### config.mk
export PLATFORM = sky130hd
export DESIGN_NAME = spy_port_top
export DESIGN_NICKNAME = d
export VERILOG_FILES = /design/src/spy_uart_pkg.sv /design/src/spy_cmd_pkg.sv /design/src/spy_port_top.sv /design/src/spy_resp_tx.sv /design/src/spy_cmd_engine.sv /design/src/spy_uart_rx.sv
export SDC_FILE = /design/constraint.sdc
export NUM_CORES = 1
export LEC_CHECK = 0
export BUFFER_PORTS_ARGS = -buffer_cell sky130_fd_sc_hd__buf_2
export CAP_MARGIN = 20
export CORE_AREA = 2 2 98 100
export CTS_BUF_LIST = sky130_fd_sc_hd__clkbuf_16
export DETAILED_ROUTE_END_ITERATION = 8
export DIE_AREA = 0 0 100 102
export HOLD_SLACK_MARGIN = 0.06
export PLACE_DENSITY_LB_ADDON = 0.25
export SLEW_MARGIN = 40
export SYNTH_ARGS = -nofsm -noshare
export SYNTH_HDL_FRONTEND = slang
export SYNTH_HIERARCHICAL = 1
export SYNTH_SLANG_ARGS = --single-unit
### constraint.sdc
create_clock -name spy_clk -period 1.9 [get_ports spy_clk]
set_input_delay 0.38 -clock spy_clk [delete_from_list [all_inputs] [get_ports spy_clk]]
set_output_delay 0.38 -clock spy_clk [all_outputs]
set_load 0.01 [all_outputs]
### src/spy_uart_pkg.sv
// Serial timing for 8N1 framing. BIT_CYCLES must be a power of two of at least 4.
package spy_uart_pkg;

   localparam int BIT_CYCLES = 16;  // spy_clk cycles per bit
   localparam int CNT_W      = $clog2(BIT_CYCLES);
   localparam logic [CNT_W-1:0] BIT_LAST  = CNT_W'(BIT_CYCLES - 1);
   localparam logic [CNT_W-1:0] HALF_LAST = CNT_W'(BIT_CYCLES / 2 - 1);

   typedef enum logic [1:0] {
      U_IDLE  = 2'd0,
      U_START = 2'd1,
      U_DATA  = 2'd2,
      U_STOP  = 2'd3
   } uart_state_e;

endpackage

### src/spy_cmd_pkg.sv
// Command encodings and field widths of the spy port. Opcodes not listed here are ignored.
package spy_cmd_pkg;

   localparam int OPC_W  = 4;
   localparam int DATA_W = 16;  // data register and bus data
   localparam int ADDR_W = 5;   // 32 registers in two banks

   // high nibble of a command byte
   typedef enum logic [OPC_W-1:0] {
      OP_LD3   = 4'h3,  // data[15:12]
      OP_LD2   = 4'h4,
      OP_LD1   = 4'h5,
      OP_LD0   = 4'h6,  // data[3:0]
      OP_RD_LO = 4'h8,
      OP_RD_HI = 4'h9,
      OP_WR_LO = 4'hA,
      OP_WR_HI = 4'hB
   } spy_opcode_e;

   // command engine states
   typedef enum logic [1:0] {
      IDLE    = 2'd0,
      DECODE  = 2'd1,
      BUS     = 2'd2,  // wishbone cycle open
      RESPOND = 2'd3
   } engine_state_e;

endpackage
### src/spy_port_top.sv
// Serial spy port top. rxd is asynchronous and everything else runs on spy_clk.
`timescale 1ns/100ps
module spy_port_top (
   input  logic        spy_clk,
   input  logic        spy_reset,
   input  logic        rxd,
   output logic        txd,
   output logic        wb_cyc,
   output logic        wb_stb,
   output logic        wb_we,
   output logic [4:0]  wb_adr,
   output logic [15:0] wb_wdata,
   input  logic [15:0] wb_rdata,
   input  logic        wb_ack
);
   logic [7:0]  rx_byte;
   logic        rx_valid;
   logic        rx_ready;
   logic [15:0] resp_value;
   logic        resp_start;
   logic        tx_busy;

   spy_uart_rx rx0 (
      .spy_clk(spy_clk), .spy_reset(spy_reset), .rxd(rxd),
      .rx_byte(rx_byte), .rx_valid(rx_valid), .rx_ready(rx_ready)
   );

   spy_cmd_engine eng0 (
      .spy_clk(spy_clk), .spy_reset(spy_reset),
      .rx_byte(rx_byte), .rx_valid(rx_valid), .rx_ready(rx_ready),
      .wb_cyc(wb_cyc), .wb_stb(wb_stb), .wb_we(wb_we),
      .wb_adr(wb_adr), .wb_wdata(wb_wdata), .wb_rdata(wb_rdata), .wb_ack(wb_ack),
      .resp_value(resp_value), .resp_start(resp_start), .tx_busy(tx_busy)
   );

   spy_resp_tx tx0 (
      .spy_clk(spy_clk), .spy_reset(spy_reset),
      .resp_value(resp_value), .resp_start(resp_start),
      .tx_busy(tx_busy), .txd(txd)
   );

endmodule

### src/spy_resp_tx.sv
// Sends a read value as four 8N1 bytes tagged 3 to 6. resp_start is ignored while tx_busy is high.
`timescale 1ns/100ps
module spy_resp_tx (
   input  logic        spy_clk,
   input  logic        spy_reset,
   input  logic [15:0] resp_value,
   input  logic        resp_start,
   output logic        tx_busy,
   output logic        txd
);
   spy_uart_pkg::uart_state_e state;
   logic [spy_uart_pkg::CNT_W-1:0] cnt;
   logic [2:0] bit_idx;
   logic [1:0] byte_idx;
   logic [15:0] value_q;
   logic [3:0] nibble;
   logic [7:0] tx_byte;
   logic bit_end;

   assign bit_end = (cnt == spy_uart_pkg::BIT_LAST);
   assign tx_busy = (state != spy_uart_pkg::U_IDLE);

   always_comb
      case (byte_idx)
         2'd0:    nibble = value_q[15:12];  // msb first
         2'd1:    nibble = value_q[11:8];
         2'd2:    nibble = value_q[7:4];
         default: nibble = value_q[3:0];
      endcase

   assign tx_byte = {4'h3 + {2'b00, byte_idx}, nibble};

   always_ff @(posedge spy_clk)
      if (spy_reset)
      begin
         state    <= spy_uart_pkg::U_IDLE;
         cnt      <= '0;
         bit_idx  <= '0;
         byte_idx <= '0;
         txd      <= 1'b1;
      end
      else
      begin
         cnt <= bit_end ? '0 : cnt + 1'b1;
         case (state)
            spy_uart_pkg::U_IDLE:
            begin
               cnt <= '0;
               if (resp_start)
               begin
                  byte_idx <= '0;
                  txd      <= 1'b0;  // first start bit
                  state    <= spy_uart_pkg::U_START;
               end
            end
            spy_uart_pkg::U_START:
               if (bit_end)
               begin
                  bit_idx <= '0;
                  txd     <= tx_byte[0];
                  state   <= spy_uart_pkg::U_DATA;
               end
            spy_uart_pkg::U_DATA:
               if (bit_end)
               begin
                  bit_idx <= bit_idx + 1'b1;
                  if (bit_idx == 3'd7)
                  begin
                     txd   <= 1'b1;
                     state <= spy_uart_pkg::U_STOP;
                  end
                  else
                     txd <= tx_byte[bit_idx + 3'd1];
               end
            default:
               if (bit_end)
               begin
                  if (byte_idx == 2'd3)
                     state <= spy_uart_pkg::U_IDLE;  // drops tx_busy
                  else
                  begin
                     byte_idx <= byte_idx + 1'b1;
                     txd      <= 1'b0;  // next byte back to back
                     state    <= spy_uart_pkg::U_START;
                  end
               end
         endcase
      end

   always_ff @(posedge spy_clk)
      if (state == spy_uart_pkg::U_IDLE && resp_start)
         value_q <= resp_value;

endmodule

### src/spy_cmd_engine.sv
// Single byte command decoder and wishbone classic master. Only one bus cycle or response is in flight.
`timescale 1ns/100ps
module spy_cmd_engine (
   input  logic                           spy_clk,
   input  logic                           spy_reset,
   input  logic [7:0]                     rx_byte,
   input  logic                           rx_valid,
   output logic                           rx_ready,
   output logic                           wb_cyc,
   output logic                           wb_stb,
   output logic                           wb_we,
   output logic [spy_cmd_pkg::ADDR_W-1:0] wb_adr,
   output logic [spy_cmd_pkg::DATA_W-1:0] wb_wdata,
   input  logic [spy_cmd_pkg::DATA_W-1:0] wb_rdata,
   input  logic                           wb_ack,
   output logic [spy_cmd_pkg::DATA_W-1:0] resp_value,
   output logic                           resp_start,
   input  logic                           tx_busy
);
   spy_cmd_pkg::engine_state_e state;
   spy_cmd_pkg::spy_opcode_e opcode;
   logic [7:0] cmd_byte;
   logic [spy_cmd_pkg::DATA_W-1:0] data_reg;
   logic [spy_cmd_pkg::DATA_W-1:0] rd_data;
   logic is_write;

   assign opcode   = spy_cmd_pkg::spy_opcode_e'(cmd_byte[7:4]);
   assign is_write = (opcode == spy_cmd_pkg::OP_WR_LO) || (opcode == spy_cmd_pkg::OP_WR_HI);
   assign rx_ready = (state == spy_cmd_pkg::IDLE);
   assign wb_wdata = data_reg;  // only loaded in DECODE so stable over the bus cycle

   always_ff @(posedge spy_clk)
      if (spy_reset)
      begin
         state      <= spy_cmd_pkg::IDLE;
         data_reg   <= '0;
         wb_adr     <= '0;
         wb_cyc     <= 1'b0;
         wb_stb     <= 1'b0;
         wb_we      <= 1'b0;
         resp_start <= 1'b0;
      end
      else
      begin
         resp_start <= 1'b0;
         case (state)
            spy_cmd_pkg::IDLE:
               if (rx_valid)
                  state <= spy_cmd_pkg::DECODE;
            spy_cmd_pkg::DECODE:
            begin
               state <= spy_cmd_pkg::IDLE;
               case (opcode)
                  spy_cmd_pkg::OP_LD3: data_reg[15:12] <= cmd_byte[3:0];
                  spy_cmd_pkg::OP_LD2: data_reg[11:8]  <= cmd_byte[3:0];
                  spy_cmd_pkg::OP_LD1: data_reg[7:4]   <= cmd_byte[3:0];
                  spy_cmd_pkg::OP_LD0: data_reg[3:0]   <= cmd_byte[3:0];
                  spy_cmd_pkg::OP_RD_LO,
                  spy_cmd_pkg::OP_RD_HI,
                  spy_cmd_pkg::OP_WR_LO,
                  spy_cmd_pkg::OP_WR_HI:
                  begin
                     wb_adr <= {opcode[0], cmd_byte[3:0]};  // odd opcodes hit bank 16..31
                     wb_we  <= is_write;
                     wb_cyc <= 1'b1;
                     wb_stb <= 1'b1;
                     state  <= spy_cmd_pkg::BUS;
                  end
                  default: ;  // ignored opcode
               endcase
            end
            spy_cmd_pkg::BUS:
               if (wb_ack)
               begin
                  wb_cyc <= 1'b0;
                  wb_stb <= 1'b0;
                  state  <= wb_we ? spy_cmd_pkg::IDLE : spy_cmd_pkg::RESPOND;
               end
            default:
               // wait for the transmitter to drain the last answer
               if (!tx_busy)
               begin
                  resp_start <= 1'b1;
                  state      <= spy_cmd_pkg::IDLE;
               end
         endcase
      end

   always_ff @(posedge spy_clk)
   begin
      if (rx_valid && rx_ready)
         cmd_byte <= rx_byte;
      if (state == spy_cmd_pkg::BUS && wb_ack && !wb_we)
         rd_data <= wb_rdata;
      if (state == spy_cmd_pkg::RESPOND && !tx_busy)
         resp_value <= rd_data;  // changes only with resp_start
   end

endmodule

### src/spy_uart_rx.sv
// 8N1 receiver on spy_clk. Holds one byte only and drops a byte that completes while one is held.
`timescale 1ns/100ps
module spy_uart_rx (
   input  logic       spy_clk,
   input  logic       spy_reset,
   input  logic       rxd,
   output logic [7:0] rx_byte,
   output logic       rx_valid,
   input  logic       rx_ready
);
   spy_uart_pkg::uart_state_e state;
   logic [spy_uart_pkg::CNT_W-1:0] cnt;
   logic [2:0] bit_idx;
   logic [7:0] shift;
   logic rxd_s1;
   logic rxd_s2;
   logic rxd_d;
   logic bit_end;
   logic stop_ok;

   assign bit_end = (cnt == spy_uart_pkg::BIT_LAST);
   // good stop bit with room to hold the byte
   assign stop_ok = (state == spy_uart_pkg::U_STOP) && bit_end && rxd_s2 &&
                    (!rx_valid || rx_ready);

   always_ff @(posedge spy_clk)
      if (spy_reset)
      begin
         rxd_s1 <= 1'b1;
         rxd_s2 <= 1'b1;
         rxd_d  <= 1'b1;
      end
      else
      begin
         rxd_s1 <= rxd;
         rxd_s2 <= rxd_s1;
         rxd_d  <= rxd_s2;  // for edge detect
      end

   always_ff @(posedge spy_clk)
      if (spy_reset)
      begin
         state    <= spy_uart_pkg::U_IDLE;
         cnt      <= '0;
         bit_idx  <= '0;
         rx_valid <= 1'b0;
      end
      else
      begin
         if (rx_valid && rx_ready)
            rx_valid <= 1'b0;
         cnt <= cnt + 1'b1;
         case (state)
            spy_uart_pkg::U_IDLE:
            begin
               cnt <= '0;
               if (rxd_d && !rxd_s2)
                  state <= spy_uart_pkg::U_START;
            end
            spy_uart_pkg::U_START:
               if (cnt == spy_uart_pkg::HALF_LAST)
               begin
                  cnt     <= '0;
                  bit_idx <= '0;
                  state   <= rxd_s2 ? spy_uart_pkg::U_IDLE : spy_uart_pkg::U_DATA;  // glitch
               end
            spy_uart_pkg::U_DATA:
               if (bit_end)
               begin
                  bit_idx <= bit_idx + 1'b1;
                  if (bit_idx == 3'd7)
                     state <= spy_uart_pkg::U_STOP;
               end
            default:
               if (bit_end)
               begin
                  state <= spy_uart_pkg::U_IDLE;  // mid stop bit, line is high
                  if (stop_ok)
                     rx_valid <= 1'b1;
               end
         endcase
      end

   always_ff @(posedge spy_clk)
   begin
      if (state == spy_uart_pkg::U_DATA && bit_end)
         shift <= {rxd_s2, shift[7:1]};  // lsb first
      if (stop_ok)
         rx_byte <= shift;
   end

endmodule

Word level (Yosys, flattened, before mapping)
Index checks and enable logic that the tools add are counted.
{"block": "word_totals", "register_bits": 123, "latchBits": 0, "mem_bits_rw": 0, "mem_bits_ro": 0, "input_bits": 20, "out_inout_bits": 25, "mem_count": 0}
{"block": "op_classes", "addsub": 6, "multipliers": 0, "n_div": 0, "magnitude_cmp": 1, "eq_ne": 38, "shifts": 0, "n_mux": 50, "bitwise": 1, "reduce_logical": 44}
{"op": "$mux 2", "count": 19}
{"op": "$eq 4x4->1 const B", "count": 6}
{"op": "$pmux 2 s3", "count": 3}
{"op": "$eq 4x3->1 const B", "count": 4}
{"op": "$mux 1", "count": 15}
{"op": "$reduce_and 5->1", "count": 3}
{"op": "$eq 2x2->1 const B", "count": 7}
{"op": "$ne 2x1->1 const B", "count": 7}
{"op": "$mux 3", "count": 4}
{"op": "$pmux 3 s2", "count": 2}
{"op": "$pmux 4 s3", "count": 1}
{"op": "$reduce_and 3->1", "count": 4}
{"op": "$logic_and 1x1->1", "count": 10}
{"op": "$ne 2x2->1 const B", "count": 5}
{"op": "$reduce_and 2->1", "count": 5}
{"op": "$reduce_bool 2->1", "count": 5}
{"op": "$add 4x1->4 const B", "count": 2}
{"op": "$eq 2x1->1 const B", "count": 4}
{"op": "$logic_not 2->1", "count": 4}
{"op": "$pmux 4 s2", "count": 1}
{"op": "$reduce_or 4->1", "count": 2}
{"op": "$add 3x1->3 const B", "count": 2}
{"op": "$eq 3x3->1 const B", "count": 2}
{"op": "$reduce_or 3->1", "count": 2}
{"op": "other kinds (17)", "count": 21}

Depth between registers and ports, before layout
Gate-level depths: netlist (run 1).
{"block": "depth", "depth_word": 7, "ltp_mapped": 8, "depth_no_buf": 7}

Modules after synthesis
The synthesis (run 1) kept the hierarchy.
{"module": "spy_cmd_engine", "instances": 1, "cells_each": 151, "area_per_inst_um2": 2317.2, "seq_area_each_um2": 1721.7}
{"module": "spy_resp_tx", "instances": 1, "cells_each": 122, "area_per_inst_um2": 1387.6, "seq_area_each_um2": 720.7}
{"module": "spy_uart_rx", "instances": 1, "cells_each": 78, "area_per_inst_um2": 1066.0, "seq_area_each_um2": 740.7}

Worst setup path before layout (run 1)
Ideal clock, no wire load.
{"block": "synth_timing", "path_type": "reg2reg", "startpoint": "register tx0.state[0]", "endpoint": "register eng0/resp_value[0] in the netlist's numbering (enable)", "setup_time_ns": 0.390, "t_arrival_ns": 1.547, "required_ns": 1.510, "setup_slack_ns": -0.038, "stages_incl_launch_ff": 6, "n_path_buf": 1, "path_cell_list": "dfxtp_1 -> inv_1 -> ha_1 -> buf_2 -> inv_1 -> nor2b_1"}
{"block": "synth_between", "elab_chain_len": 3}
{"item": "start, declared", "line_no": "spy_resp_tx.sv:11", "rtl": "spy_uart_pkg::uart_state_e state;"}
{"item": "start signal, assigned", "line_no": "spy_resp_tx.sv:36", "rtl": "state <= spy_uart_pkg::U_IDLE;"}
{"item": "start signal, assigned", "line_no": "spy_resp_tx.sv:53", "rtl": "state <= spy_uart_pkg::U_START;"}
{"item": "start signal, assigned", "line_no": "spy_resp_tx.sv:61", "rtl": "state <= spy_uart_pkg::U_DATA;"}
{"item": "$reduce_bool 2->1", "line_no": "spy_resp_tx.sv:21", "rtl": "assign tx_busy = (state != spy_uart_pkg::U_IDLE);"}
{"item": "net tx_busy", "line_no": "spy_port_top.sv:21", "rtl": "logic tx_busy;"}
{"item": "$logic_not 1->1"}
{"item": "$logic_and 1x1->1", "line_no": "spy_cmd_engine.sv:95", "rtl": "if (state == spy_cmd_pkg::RESPOND && !tx_busy)"}
{"item": "end signal, assigned", "line_no": "spy_cmd_engine.sv:96", "rtl": "resp_value <= rd_data;"}
{"item": "end, declared", "line_no": "spy_cmd_engine.sv:16", "rtl": "output logic [spy_cmd_pkg::DATA_W-1:0] resp_value,"}
The timed path passes the listed nets, and every way through them passes these cells.
A chain may end at the register's enable or synchronous reset.

Worst setup path after layout (run 1)
{"block": "layout_timing", "startpoint": "register tx0.byte_idx[1]", "endpoint": "register tx0.txd"}
{"block": "layout_between", "elab_chain_len": 7, "word_cells_on_any_way": 14, "cone_classes": "add/sub: 1; eq/ne: 4; mux: 7; reduce/logical: 2"}
{"item": "start, declared", "line_no": "spy_resp_tx.sv:14", "rtl": "logic [1:0] byte_idx;"}
{"item": "start signal, assigned", "line_no": "spy_resp_tx.sv:82", "rtl": "byte_idx <= byte_idx + 1'b1;"}
{"item": "$eq 2x2->1 (tied with other cells)", "line_no": "spy_resp_tx.sv:24", "rtl": "case (byte_idx)"}
{"item": "$pmux 4 s3", "line_no": "spy_resp_tx.sv:24"}
{"item": "$bmux 1 s3", "line_no": "spy_resp_tx.sv:73", "rtl": "txd <= tx_byte[bit_idx + 3'd1];"}
{"item": "$mux 1 (not written as such)", "line_no": "spy_resp_tx.sv:73"}
{"item": "$mux 1", "line_no": "spy_resp_tx.sv:67", "rtl": "if (bit_idx == 3'd7)"}
{"item": "$mux 1", "line_no": "spy_resp_tx.sv:64", "rtl": "if (bit_end)"}
{"item": "$pmux 1 s3", "line_no": "spy_resp_tx.sv:45", "rtl": "case (state)"}
{"item": "end signal, assigned", "line_no": "spy_resp_tx.sv:60", "rtl": "txd <= tx_byte[0];"}
{"item": "end signal, assigned", "line_no": "spy_resp_tx.sv:73"}
{"item": "end, declared", "line_no": "spy_resp_tx.sv:9", "rtl": "output logic txd"}
Several ways; a longest one is shown, not always the timed one. The select of a mux whose other input is x is not followed.

==> impl_metrics.csv, run 1 <==
group,metric,value,unit
clock_network,worst_setup_hold_path_clk_slew,60,ps
yosys,synth_top_cell_area_share,45.3,%
clock_network,cts_hold_buf,0,
floorplan,placeableCoreArea,9110,µm²
global_route,grt_pass1_wl,12500,µm
place,place.detailed.hpwl,4990,µm
yosys,syn-num-nets,392,
place,io_buffers,44,
clock_network,cts_inserted_buffers,17,
clock_network,cts_tree,"yes",
yosys,dominantRegCellSynth,"edfxtp_1",
timing,setup-tns-final,0,ps
yosys,synthesized_netlist_cell_count,351,
layout,syn_to_final_growth,21.0,%
critical_path,critical_path.max_fanout,5,
floorplan,start_util,52.4,%
routing,via_per_inst,5.23,
clock_network,cts-root-to-sink-buffers,2,
power,power,6.47,mW
timing,final_min_period_over_clock_period,98.7,%
layout,finish.utilization,63.4,%
timing,worstMarginPinSlew,435,ps
timing,hold-worst-slack,141,ps
yosys,post-synth-top-area-cell,"edfxtp_1",
routing,vias,2799,
layout,finalNonFillerCells,535,
timing,timing.fmax,533,MHz
routing,dr.pass1.iters,5,
yosys,synth.ff_latch_count,123,
timing,final_hold_vio_count,0,
yosys,synth_cell_type_count,53,
place,gpl.final_weighted_congestion,0.815,
critical_path,critPathRequiredTime,2190,ps
layout,total_number_of_nets_in_the_final_design,452,
clock_network,cts_max_level,4,
global_route,grt_pass1_vias,2639,
yosys,asyncSetResetFlopFracSynth,0,%
power,powerDensity,1120,nW/µm²
clock_network,clock-root-buffer,"clkbuf_16",
timing,timing_max_transition_violations_final,0,
critical_path,critPathKind,"reg2reg",
layout,antenna_cells,0,
layout,fraction_of_layout_cells_with_a_size_suffix_above_1,25.0,%
run_status,status,"completed",
timing,slew_headroom,70.8,%
floorplan,chipHeight,102,µm
routing,first_iter_violations,141,
power,max-vdd-ir-drop,0.000603,V
yosys,synth_edf_count,72,
hold_path,worst_hold_path_type,"in2reg",
global_route,maximum_number_of_pins_on_one_net_before_global_route_repair,26,
critical_path,timing.critical_path.from_type,"flip-flop",
yosys,syn_area_per_cell,13.6,µm²
run,max-cap-violations,0,
floorplan,die_wd,100,µm
floorplan,fp.dieArea,10200,µm²
critical_path,timing.critical_path.arrival,2160,ps
routing,postRouteAntennaNets,0,
timing,clock_skew,21.0,ps
yosys,synthesis.yosys.warnings,6,
floorplan,floorplan.rows,35,
global_route,antenna_found_initial,0,
routing,route.detailed.wl_per_inst,14.1,µm
layout,layout_commonest_cell,"edfxtp_1",
yosys,synth_area,4770,µm²
routing,drc,0,
yosys,synth.yosys.seq_area_share,66.7,%
clock_network,number_of_sinks_on_the_clock_net,123,
yosys,synth.top_cells.by_area,"edfxtp_1 (45%), dfxtp_1 (21%), mux2i_1 (5.9%), ha_1 (5.5%), nor2_1 (3.5%)",
critical_path,timing.critical_path.to_type,"flip-flop",
power,power.static_leakage,2.30,nW
layout,layout.cells.most_common_list,"edfxtp_1 (72), dfxtp_1 (49), nor2_1 (45), buf_2 (44), mux2i_1 (28)",
timing,finalSetupViolations,0,
clock_network,clk_latency,410,ps
place,placed_cells_incl_taps,502,
routing,detail_route.wirelength,7560,µm
global_route,overflow,0,
global_route,global_route.usage.total,16.1,%
timing,final_period_minus_worst_setup_slack,1880,ps
floorplan,design.portCount,45,
==> path summary, 6_finish.rpt <==
check	startpoint	endpoint	slack, ps	cells past startpoint
worst max-delay path	tx0/byte_idx[1]$_SDFFE_PP0P_	tx0/txd$_SDFFE_PP1P_	20	8
worst max register to register	tx0/byte_idx[1]$_SDFFE_PP0P_	tx0/txd$_SDFFE_PP1P_	20	8
worst min register to register	rx0/rxd_s1$_SDFF_PP1_	rx0/rxd_s2$_SDFF_PP1_	410	1
worst min-delay path	wb_rdata[15]	eng0/rd_data[15]$_DFFE_PP_	140	1
==> layer usage <==
layer  wire length [µm]  up-vias  track usage [%]
met5                  0        -                0
met4                 85        0             6.32
met3                292        9             4.92
met2               3530       57             25.2
met1               3650     1338             21.2
li1                   -     1395                -
==> report_power, final <==
part	switching [mW]	total (mW)	internal [mW]
logic	0.204	0.375	0.170
clock network	1.23	3.22	1.98
registers	0.0341	2.88	2.85
==> Yosys cell counts, types with 3 or more instances <==
library cell   n
or2_2          3
edfxtp_1      72
inv_1         17
nor3_1         5
clkbuf_1       6
buf_2          4
nand2b_1       3
o21ai_0        6
nand3b_1       3
nand3_1        6
nor2_1        45
nor3b_1        3
dfxtp_1       51
nor2b_1        6
ha_1          21
a21oi_1       15
and2_1         4
a211oi_1       4
nand2_1        4
a222oi_1       4
mux2i_1       28
==> through the flow <==
step                worst slack (ps)  cell area (µm²)
finish                          24.7             5770
global route                   -76.7             5770
CTS                             12.3             5750
detailed placement              28.7             5150
global placement                88.8             5150
floorplan                       23.5             4770
==> final cells by class <==
| class | instances | area (µm²) |
|---|---|---|
| Clock buffer | 17 | 425 |
| Clock inverter | 15 | 176 |
| Fill cell | 681 | 3330 |
| Inverter | 17 | 63.8 |
| Multi-Input combinational cell | 196 | 1460 |
| Sequential cell | 123 | 3190 |
| Tap cell | 111 | 139 |
| Timing Repair Buffer | 56 | 323 |
==> cells by family after synthesis <==
| family | after synthesis | share of synthesized area [%] |
|---|---|---|
| AOI/OAI and AO/OA | 48 | 7.63 |
| xor gates and xnor gates | 4 | 0.734 |
| adders and majority gates | 21 | 5.51 |
| buffers and inverters | 32 | 3.04 |
| DFF | 123 | 66.7 |
| muxes | 28 | 5.87 |
| and+or+nand+nor | 95 | 10.5 |
==> sequential cells by signal, indices dropped and copies added, names as in the netlist, 3 cells and up <==
register,count
eng0/wb_adr,5
rx0/bit_idx,3
rx0/rx_byte,8
tx0/value_q,16
tx0/cnt,4
eng0/rd_data,16
eng0/wb_wdata,16
rx0/cnt,4
tx0/bit_idx,3
eng0/resp_value,16
eng0/cmd_byte,8
rx0/shift,8
==> worst max-delay path: stages (launching register included) <==
cell	delay (ps)
dfxtp_2	370
inv_1	90
ha_1	230
a222oi_1	350
buf_4	180
a21oi_1	80
a211oi_2	230
o311ai_1	90
and2_1	140
==> what timing repair did <==
action,in CTS,in global routing
buffers inserted,0,1
gates resized for setup,0,5
setup endpoints to repair,1,2
pin swaps,1,1
Power figures use the tool's default switching activity.
==> inputs of run 2 (changes only) <==
--- a/config.mk
+++ b/config.mk
@@ -7,10 +7,12 @@
 export LEC_CHECK = 0
 export BUFFER_PORTS_ARGS = -buffer_cell sky130_fd_sc_hd__buf_2
 export CAP_MARGIN = 20
-export CORE_AREA = 2 2 98 100
+export CELL_PAD_IN_SITES_DETAIL_PLACEMENT = 1
+export CELL_PAD_IN_SITES_GLOBAL_PLACEMENT = 1
+export CORE_AREA = 2 2 109 111
 export CTS_BUF_LIST = sky130_fd_sc_hd__clkbuf_16
 export DETAILED_ROUTE_END_ITERATION = 8
-export DIE_AREA = 0 0 100 102
+export DIE_AREA = 0 0 111 113
 export HOLD_SLACK_MARGIN = 0.06
 export PLACE_DENSITY_LB_ADDON = 0.25
 export SLEW_MARGIN = 40
==> run 2 against run 1 <==
  * Via count is 0.75% higher
  * Critical endpoint unchanged
  * Maximum frequency is 2.8% higher
  * Routed wire length is 14% higher
  * Critical path depth stayed put
  * Clock skew is 15 ps lower
  * Total power is 1.1% lower
  * Critical path type unchanged
  * Clock power is 2% lower
  * Global-route usage is 0.96 points lower
==> impl_metrics.csv, run 2 (same netlist as run 1, synthesis figures left out) <==
group,metric,value,unit
layout,syn_to_final_growth,21.6,%
clock_network,cts-root-to-sink-buffers,2,
timing,finalSetupViolations,0,
critical_path,critPathKind,"reg2reg",
timing,setup_ws,75.3,ps
layout,final.fill_count,1169,
timing,worstMarginPinSlew,511,ps
global_route,grt_pass1_wl,14400,µm
power,power.static_leakage,2.30,nW
global_route,grt_use_met1,18.0,%
floorplan,floorplan.rows,39,
global_route,antenna_found_initial,0,
floorplan,die_wd,111,µm
global_route,most_crowded_layer_gr,"met2",
timing,clock_skew,5.78,ps
hold_path,worst_hold_path_type,"in2reg",
routing,route.detailed.wl_per_inst,15.2,µm
global_route,use_met3,5.78,%
critical_path,timing.critical_path.arrival,2130,ps
clock_network,cts_max_level,4,
run,max-cap-violations,0,
run_status,status,"completed",
timing,slew_headroom,65.9,%
routing,first_iter_violations,126,
routing,postRouteAntennaNets,0,
floorplan,design.portCount,45,
power,power,6.40,mW
layout,antenna_cells,0,
global_route,overflow,0,
timing,final_min_period_over_clock_period,96.0,%
layout,finish.utilization,51.5,%
floorplan,placeableCoreArea,11300,µm²
routing,dr.pass1.iters,4,
critical_path,rrSetupSlack,80,ps
place,place.detailed.hpwl,5980,µm
timing,final_period_minus_worst_setup_slack,1820,ps
critical_path,timing.critical_path.to_type,"flip-flop",
routing,via_per_inst,4.95,
timing,timing.fmax,548,MHz
layout,layout.cells.most_common_list,"edfxtp_1 (72), dfxtp_1 (49), nor2_1 (45), buf_2 (44), mux2i_1 (28)",
critical_path,timing.critical_path.from_type,"flip-flop",
global_route,grt_pass1_vias,2908,
place,io_buffers,44,
routing,vias,2820,
power,max-vdd-ir-drop,0.000639,V
clock_network,number_of_sinks_on_the_clock_net,123,
clock_network,clk_latency,410,ps
clock_network,cts_tree,"yes",
floorplan,chipHeight,113,µm
routing,detail_route.wirelength,8650,µm
clock_network,worst_setup_hold_path_clk_slew,60,ps
clock_network,cts_inserted_buffers,17,
routing,drc,0,
power,powerDensity,1100,nW/µm²
place,pre_cts_slack,-5.84,ps
critical_path,critPathRequiredTime,2200,ps
global_route,grt_use_met2,24.4,%
layout,total_number_of_nets_in_the_final_design,455,
timing,final_hold_vio_count,0,
timing,timing_max_transition_violations_final,0,
layout,layout_commonest_cell,"edfxtp_1",
floorplan,fp.dieArea,12500,µm²
layout,fraction_of_layout_cells_with_a_size_suffix_above_1,24.8,%
global_route,global_route.usage.total,15.1,%
clock_network,clock-root-buffer,"clkbuf_16",
place,gpl.final_weighted_congestion,0.731,
critical_path,critical_path.max_fanout,4,
floorplan,start_util,42.3,%
global_route,maximum_number_of_pins_on_one_net_before_global_route_repair,27,
==> run 2: cell types whose count changed in the layout (fill, tap and decap cells not counted), moves of 3 or more <==
cell,before,now
inv_6,6,1
buf_4,11,15
clkinv_2,1,5
inv_8,3,0
==> run 2: power breakdown <==
| part | internal [mW] | switching (mW) |
|---|---|---|
| combinational | 0.168 | 0.212 |
| clock | 2.03 | 1.11 |
| sequential | 2.85 | 0.0336 |
==> run 2: timing repair <==
item,CTS,global route
buffers inserted,0,1
pin swaps,2,1
endpoints found under the setup margin,1,3
resized for setup,3,2
hold buffers,0,0
==> run 2: area by class of cell <==
cell class              count  area, µm²  area share (%)
well taps                 143        179            3.08
flip-flops and latches    123       3190            54.9
repair buffers             59        333            5.74
inverters                  17       63.8            1.10
clock inverters            15        158            2.72
multi-input cells         196       1460            25.1
clock buffers              17        425            7.33
==> run 2: worst max-delay path, stage by stage (launching register included) <==
cell      delay, ps
dfxtp_2         350
inv_1            80
ha_2            210
a222oi_1        350
buf_4           180
a21oi_1          70
a211oi_2        230
o311ai_1        100
and2_1          140
==> run 2: routing by layer <==
layer,part of all wire (%),vias to the layer above
met1,45,1359
li1,-,1401
met4,1.9,0
met2,50,48
met5,0,-
met3,3.9,12
==> run 2: path summary, 6_finish.rpt <==
check	endpoint	startpoint	cells after the start
max	tx0/txd$_SDFFE_PP1P_	tx0/byte_idx[0]$_SDFFE_PP0P_	8
min	eng0/rd_data[5]$_DFFE_PP_	wb_rdata[5]	1
max reg2reg	tx0/txd$_SDFFE_PP1P_	tx0/byte_idx[0]$_SDFFE_PP0P_	8
min reg2reg	rx0/rxd_s2$_SDFF_PP1_	rx0/rxd_s1$_SDFF_PP1_	1
==> run 2: per-stage QoR <==
step / setup TNS, ps / instance area (µm²) / hold WS, ps / std cells
detailed placement: -5.84 / 5200 / 403 / 537
CTS: 0 / 5790 / 123 / 569
floorplan: 0 / 4770 / 389 / 351
global placement: 0 / 5200 / 401 / 537
finish: 0 / 5800 / 139 / 570
global route: -34.8 / 5800 / 116 / 570
==> inputs of run 3 (changes only) <==
--- a/config.mk
+++ b/config.mk
@@ -13,6 +13,7 @@
 export CTS_BUF_LIST = sky130_fd_sc_hd__clkbuf_16
 export DETAILED_ROUTE_END_ITERATION = 8
 export DIE_AREA = 0 0 111 113
+export GPL_TIMING_DRIVEN = 0
 export HOLD_SLACK_MARGIN = 0.06
 export PLACE_DENSITY_LB_ADDON = 0.25
 export SLEW_MARGIN = 40
@@ -20,3 +21,4 @@
 export SYNTH_HDL_FRONTEND = slang
 export SYNTH_HIERARCHICAL = 1
 export SYNTH_SLANG_ARGS = --single-unit
+export TNS_END_PERCENT = 1
==> run 3 against run 2 <==
  * Setup slack better by 8.1 ps
  * Critical path depth unchanged
  * Clock power decreased by 6%
  * Via count is 0.28% higher
  * Register-to-register slack barely moved
  * Worst hold slack gained 4.4 ps
  * Final cell count increased by 0.18%
==> impl_metrics.csv, run 3 (same netlist as run 1, synthesis figures left out) <==
group,metric,value,unit
critical_path,timing.critical_path.to_type,"flip-flop",
timing,clock_skew,4.30,ps
critical_path,critPathKind,"reg2reg",
critical_path,cp_top_family,"compound AO/OA/AOI/OAI gates",
layout,final_cell_area,5780,µm²
timing,setup_ws,83.4,ps
routing,drc,0,
global_route,overflow,0,
power,max-vdd-ir-drop,0.000825,V
clock_network,clk_latency,410,ps
layout,final.fill_count,1156,
timing,timing.fmax,550,MHz
clock_network,cts_max_level,4,
routing,route.detailed.wl_per_inst,15.1,µm
layout,fraction_of_layout_cells_with_a_size_suffix_above_1,24.8,%
timing,timing_max_transition_violations_final,0,
timing,grt_setup_unrepaired,"yes",
clock_network,clock-root-buffer,"clkbuf_16",
routing,detail_route.wirelength,8640,µm
layout,sequential_cell_area,3190,µm²
floorplan,fp.dieArea,12500,µm²
timing,final_period_minus_worst_setup_slack,1820,ps
routing,via_per_inst,4.95,
critical_path,timing.critical_path.buf_inv,2,
clock_network,cts_inserted_buffers,17,
run,max-cap-violations,0,
layout,finish.utilization,51.3,%
timing,final_hold_vio_count,0,
global_route,maximum_number_of_pins_on_one_net_before_global_route_repair,19,
place,detailed_place.area,5170,µm²
place,gpl.final_weighted_congestion,0.744,
layout,layout_commonest_cell,"edfxtp_1",
timing,final_min_period_over_clock_period,95.6,%
floorplan,placeableCoreArea,11300,µm²
power,power.static_leakage,2.25,nW
clock_network,worst_setup_hold_path_clk_slew,60,ps
layout,layout.cells.most_common_list,"edfxtp_1 (72), dfxtp_1 (49), buf_2 (47), nor2_1 (44), mux2i_1 (28)",
timing,hold-worst-slack,144,ps
power,powerDensity,1080,nW/µm²
critical_path,critical_path.max_fanout,7,
floorplan,floorplan.rows,39,
critical_path,timing.critical_path.from_type,"flip-flop",
place,place.detailed.hpwl,5910,µm
global_route,antenna_found_initial,0,
layout,total_number_of_nets_in_the_final_design,456,
clock_network,cts-root-to-sink-buffers,2,
clock_network,number_of_sinks_on_the_clock_net,123,
place,io_buffers,44,
floorplan,chipHeight,113,µm
critical_path,cp_cell_sequence,"inv_1, ha_2, a222oi_1, buf_4, a21oi_1, a211oi_1, o311ai_1, and2_1",
timing,finalSetupViolations,0,
routing,vias,2828,
routing,postRouteAntennaNets,0,
timing,slew_headroom,50.1,%
global_route,grt_pass1_wl,14500,µm
timing,worstMarginPinSlew,746,ps
routing,first_iter_violations,86,
timing,setup-tns-final,0,ps
critical_path,critPathRequiredTime,2200,ps
hold_path,worst_hold_path_type,"in2reg",
layout,syn_to_final_growth,21.1,%
floorplan,start_util,42.3,%
layout,multi_input_area,1480,µm²
place,pre_cts_slack,-332,ps
floorplan,design.portCount,45,
critical_path,max_stage_delay,380,ps
critical_path,timing.critical_path.arrival,2120,ps
floorplan,die_wd,111,µm
run_status,status,"completed",
routing,dr.pass1.iters,5,
clock_network,cts_tree,"yes",
critical_path,cp_slowest_cell,"dfxtp_4",
global_route,grt_pass1_vias,2932,
layout,antenna_cells,0,
global_route,global_route.usage.total,14.8,%
-- run 3: repair_timing --
item / CTS / global route
pin swaps: 1 / 1
hold buffers: 0 / 0
endpoints found under the setup margin: 50 / 13
gates resized for setup: 6 / 9
buffers inserted: 1 / 0
-- run 3: routing by layer --
metal	wire length [µm]	vias up	track usage [%]
met3	304	13	5.25
met5	0	-	0
met1	4050	1361	18.4
li1	-	1407	-
met4	123	0	5.75
met2	4170	47	23.9
-- run 3: path summary, 6_finish.rpt --
kind / startpoint / to / slack (ps) / cells past startpoint
min reg2reg: rx0/rxd_s1$_SDFF_PP1_ / rx0/rxd_s2$_SDFF_PP1_ / 410 / 1
min: wb_rdata[6] / eng0/rd_data[6]$_DFFE_PP_ / 140 / 1
max: tx0/byte_idx[0]$_SDFFE_PP0P_ / tx0/txd$_SDFFE_PP1P_ / 80 / 8
max reg2reg: tx0/byte_idx[0]$_SDFFE_PP0P_ / tx0/txd$_SDFFE_PP1P_ / 80 / 8
-- run 3: cell type report --
cell class,count,share of cell area (%)
Buffer,15,1.45
Inverter,17,1.10
Clock inverter,15,2.23
Tap cell,143,3.10
Timing Repair Buffer,45,3.94
Sequential cell,123,55.2
Multi-Input combinational cell,196,25.7
Clock buffer,17,7.36
-- run 3: worst register-to-register path: stages, from the launching register on --
cell and delay (ps):
dfxtp_4 380, inv_1 80, ha_2 210, a222oi_1 310, buf_4 170, a21oi_1 60, a211oi_1 250, o311ai_1 100
and2_1 150
-- run 3: power by group --
| group | total [mW] | internal [mW] | switching [mW] |
|---|---|---|---|
| registers | 2.88 | 2.85 | 0.0330 |
| logic | 0.385 | 0.167 | 0.217 |
| clock network | 2.95 | 1.79 | 1.16 |
-- run 3: metrics by stage --
stage | cells | total power [mW]
after floorplan | 351 | 3.20
after global placement | 538 | 3.29
after detailed placement | 538 | 3.31
after CTS | 571 | 6.29
after global routing | 571 | 6.47
final | 571 | 6.21
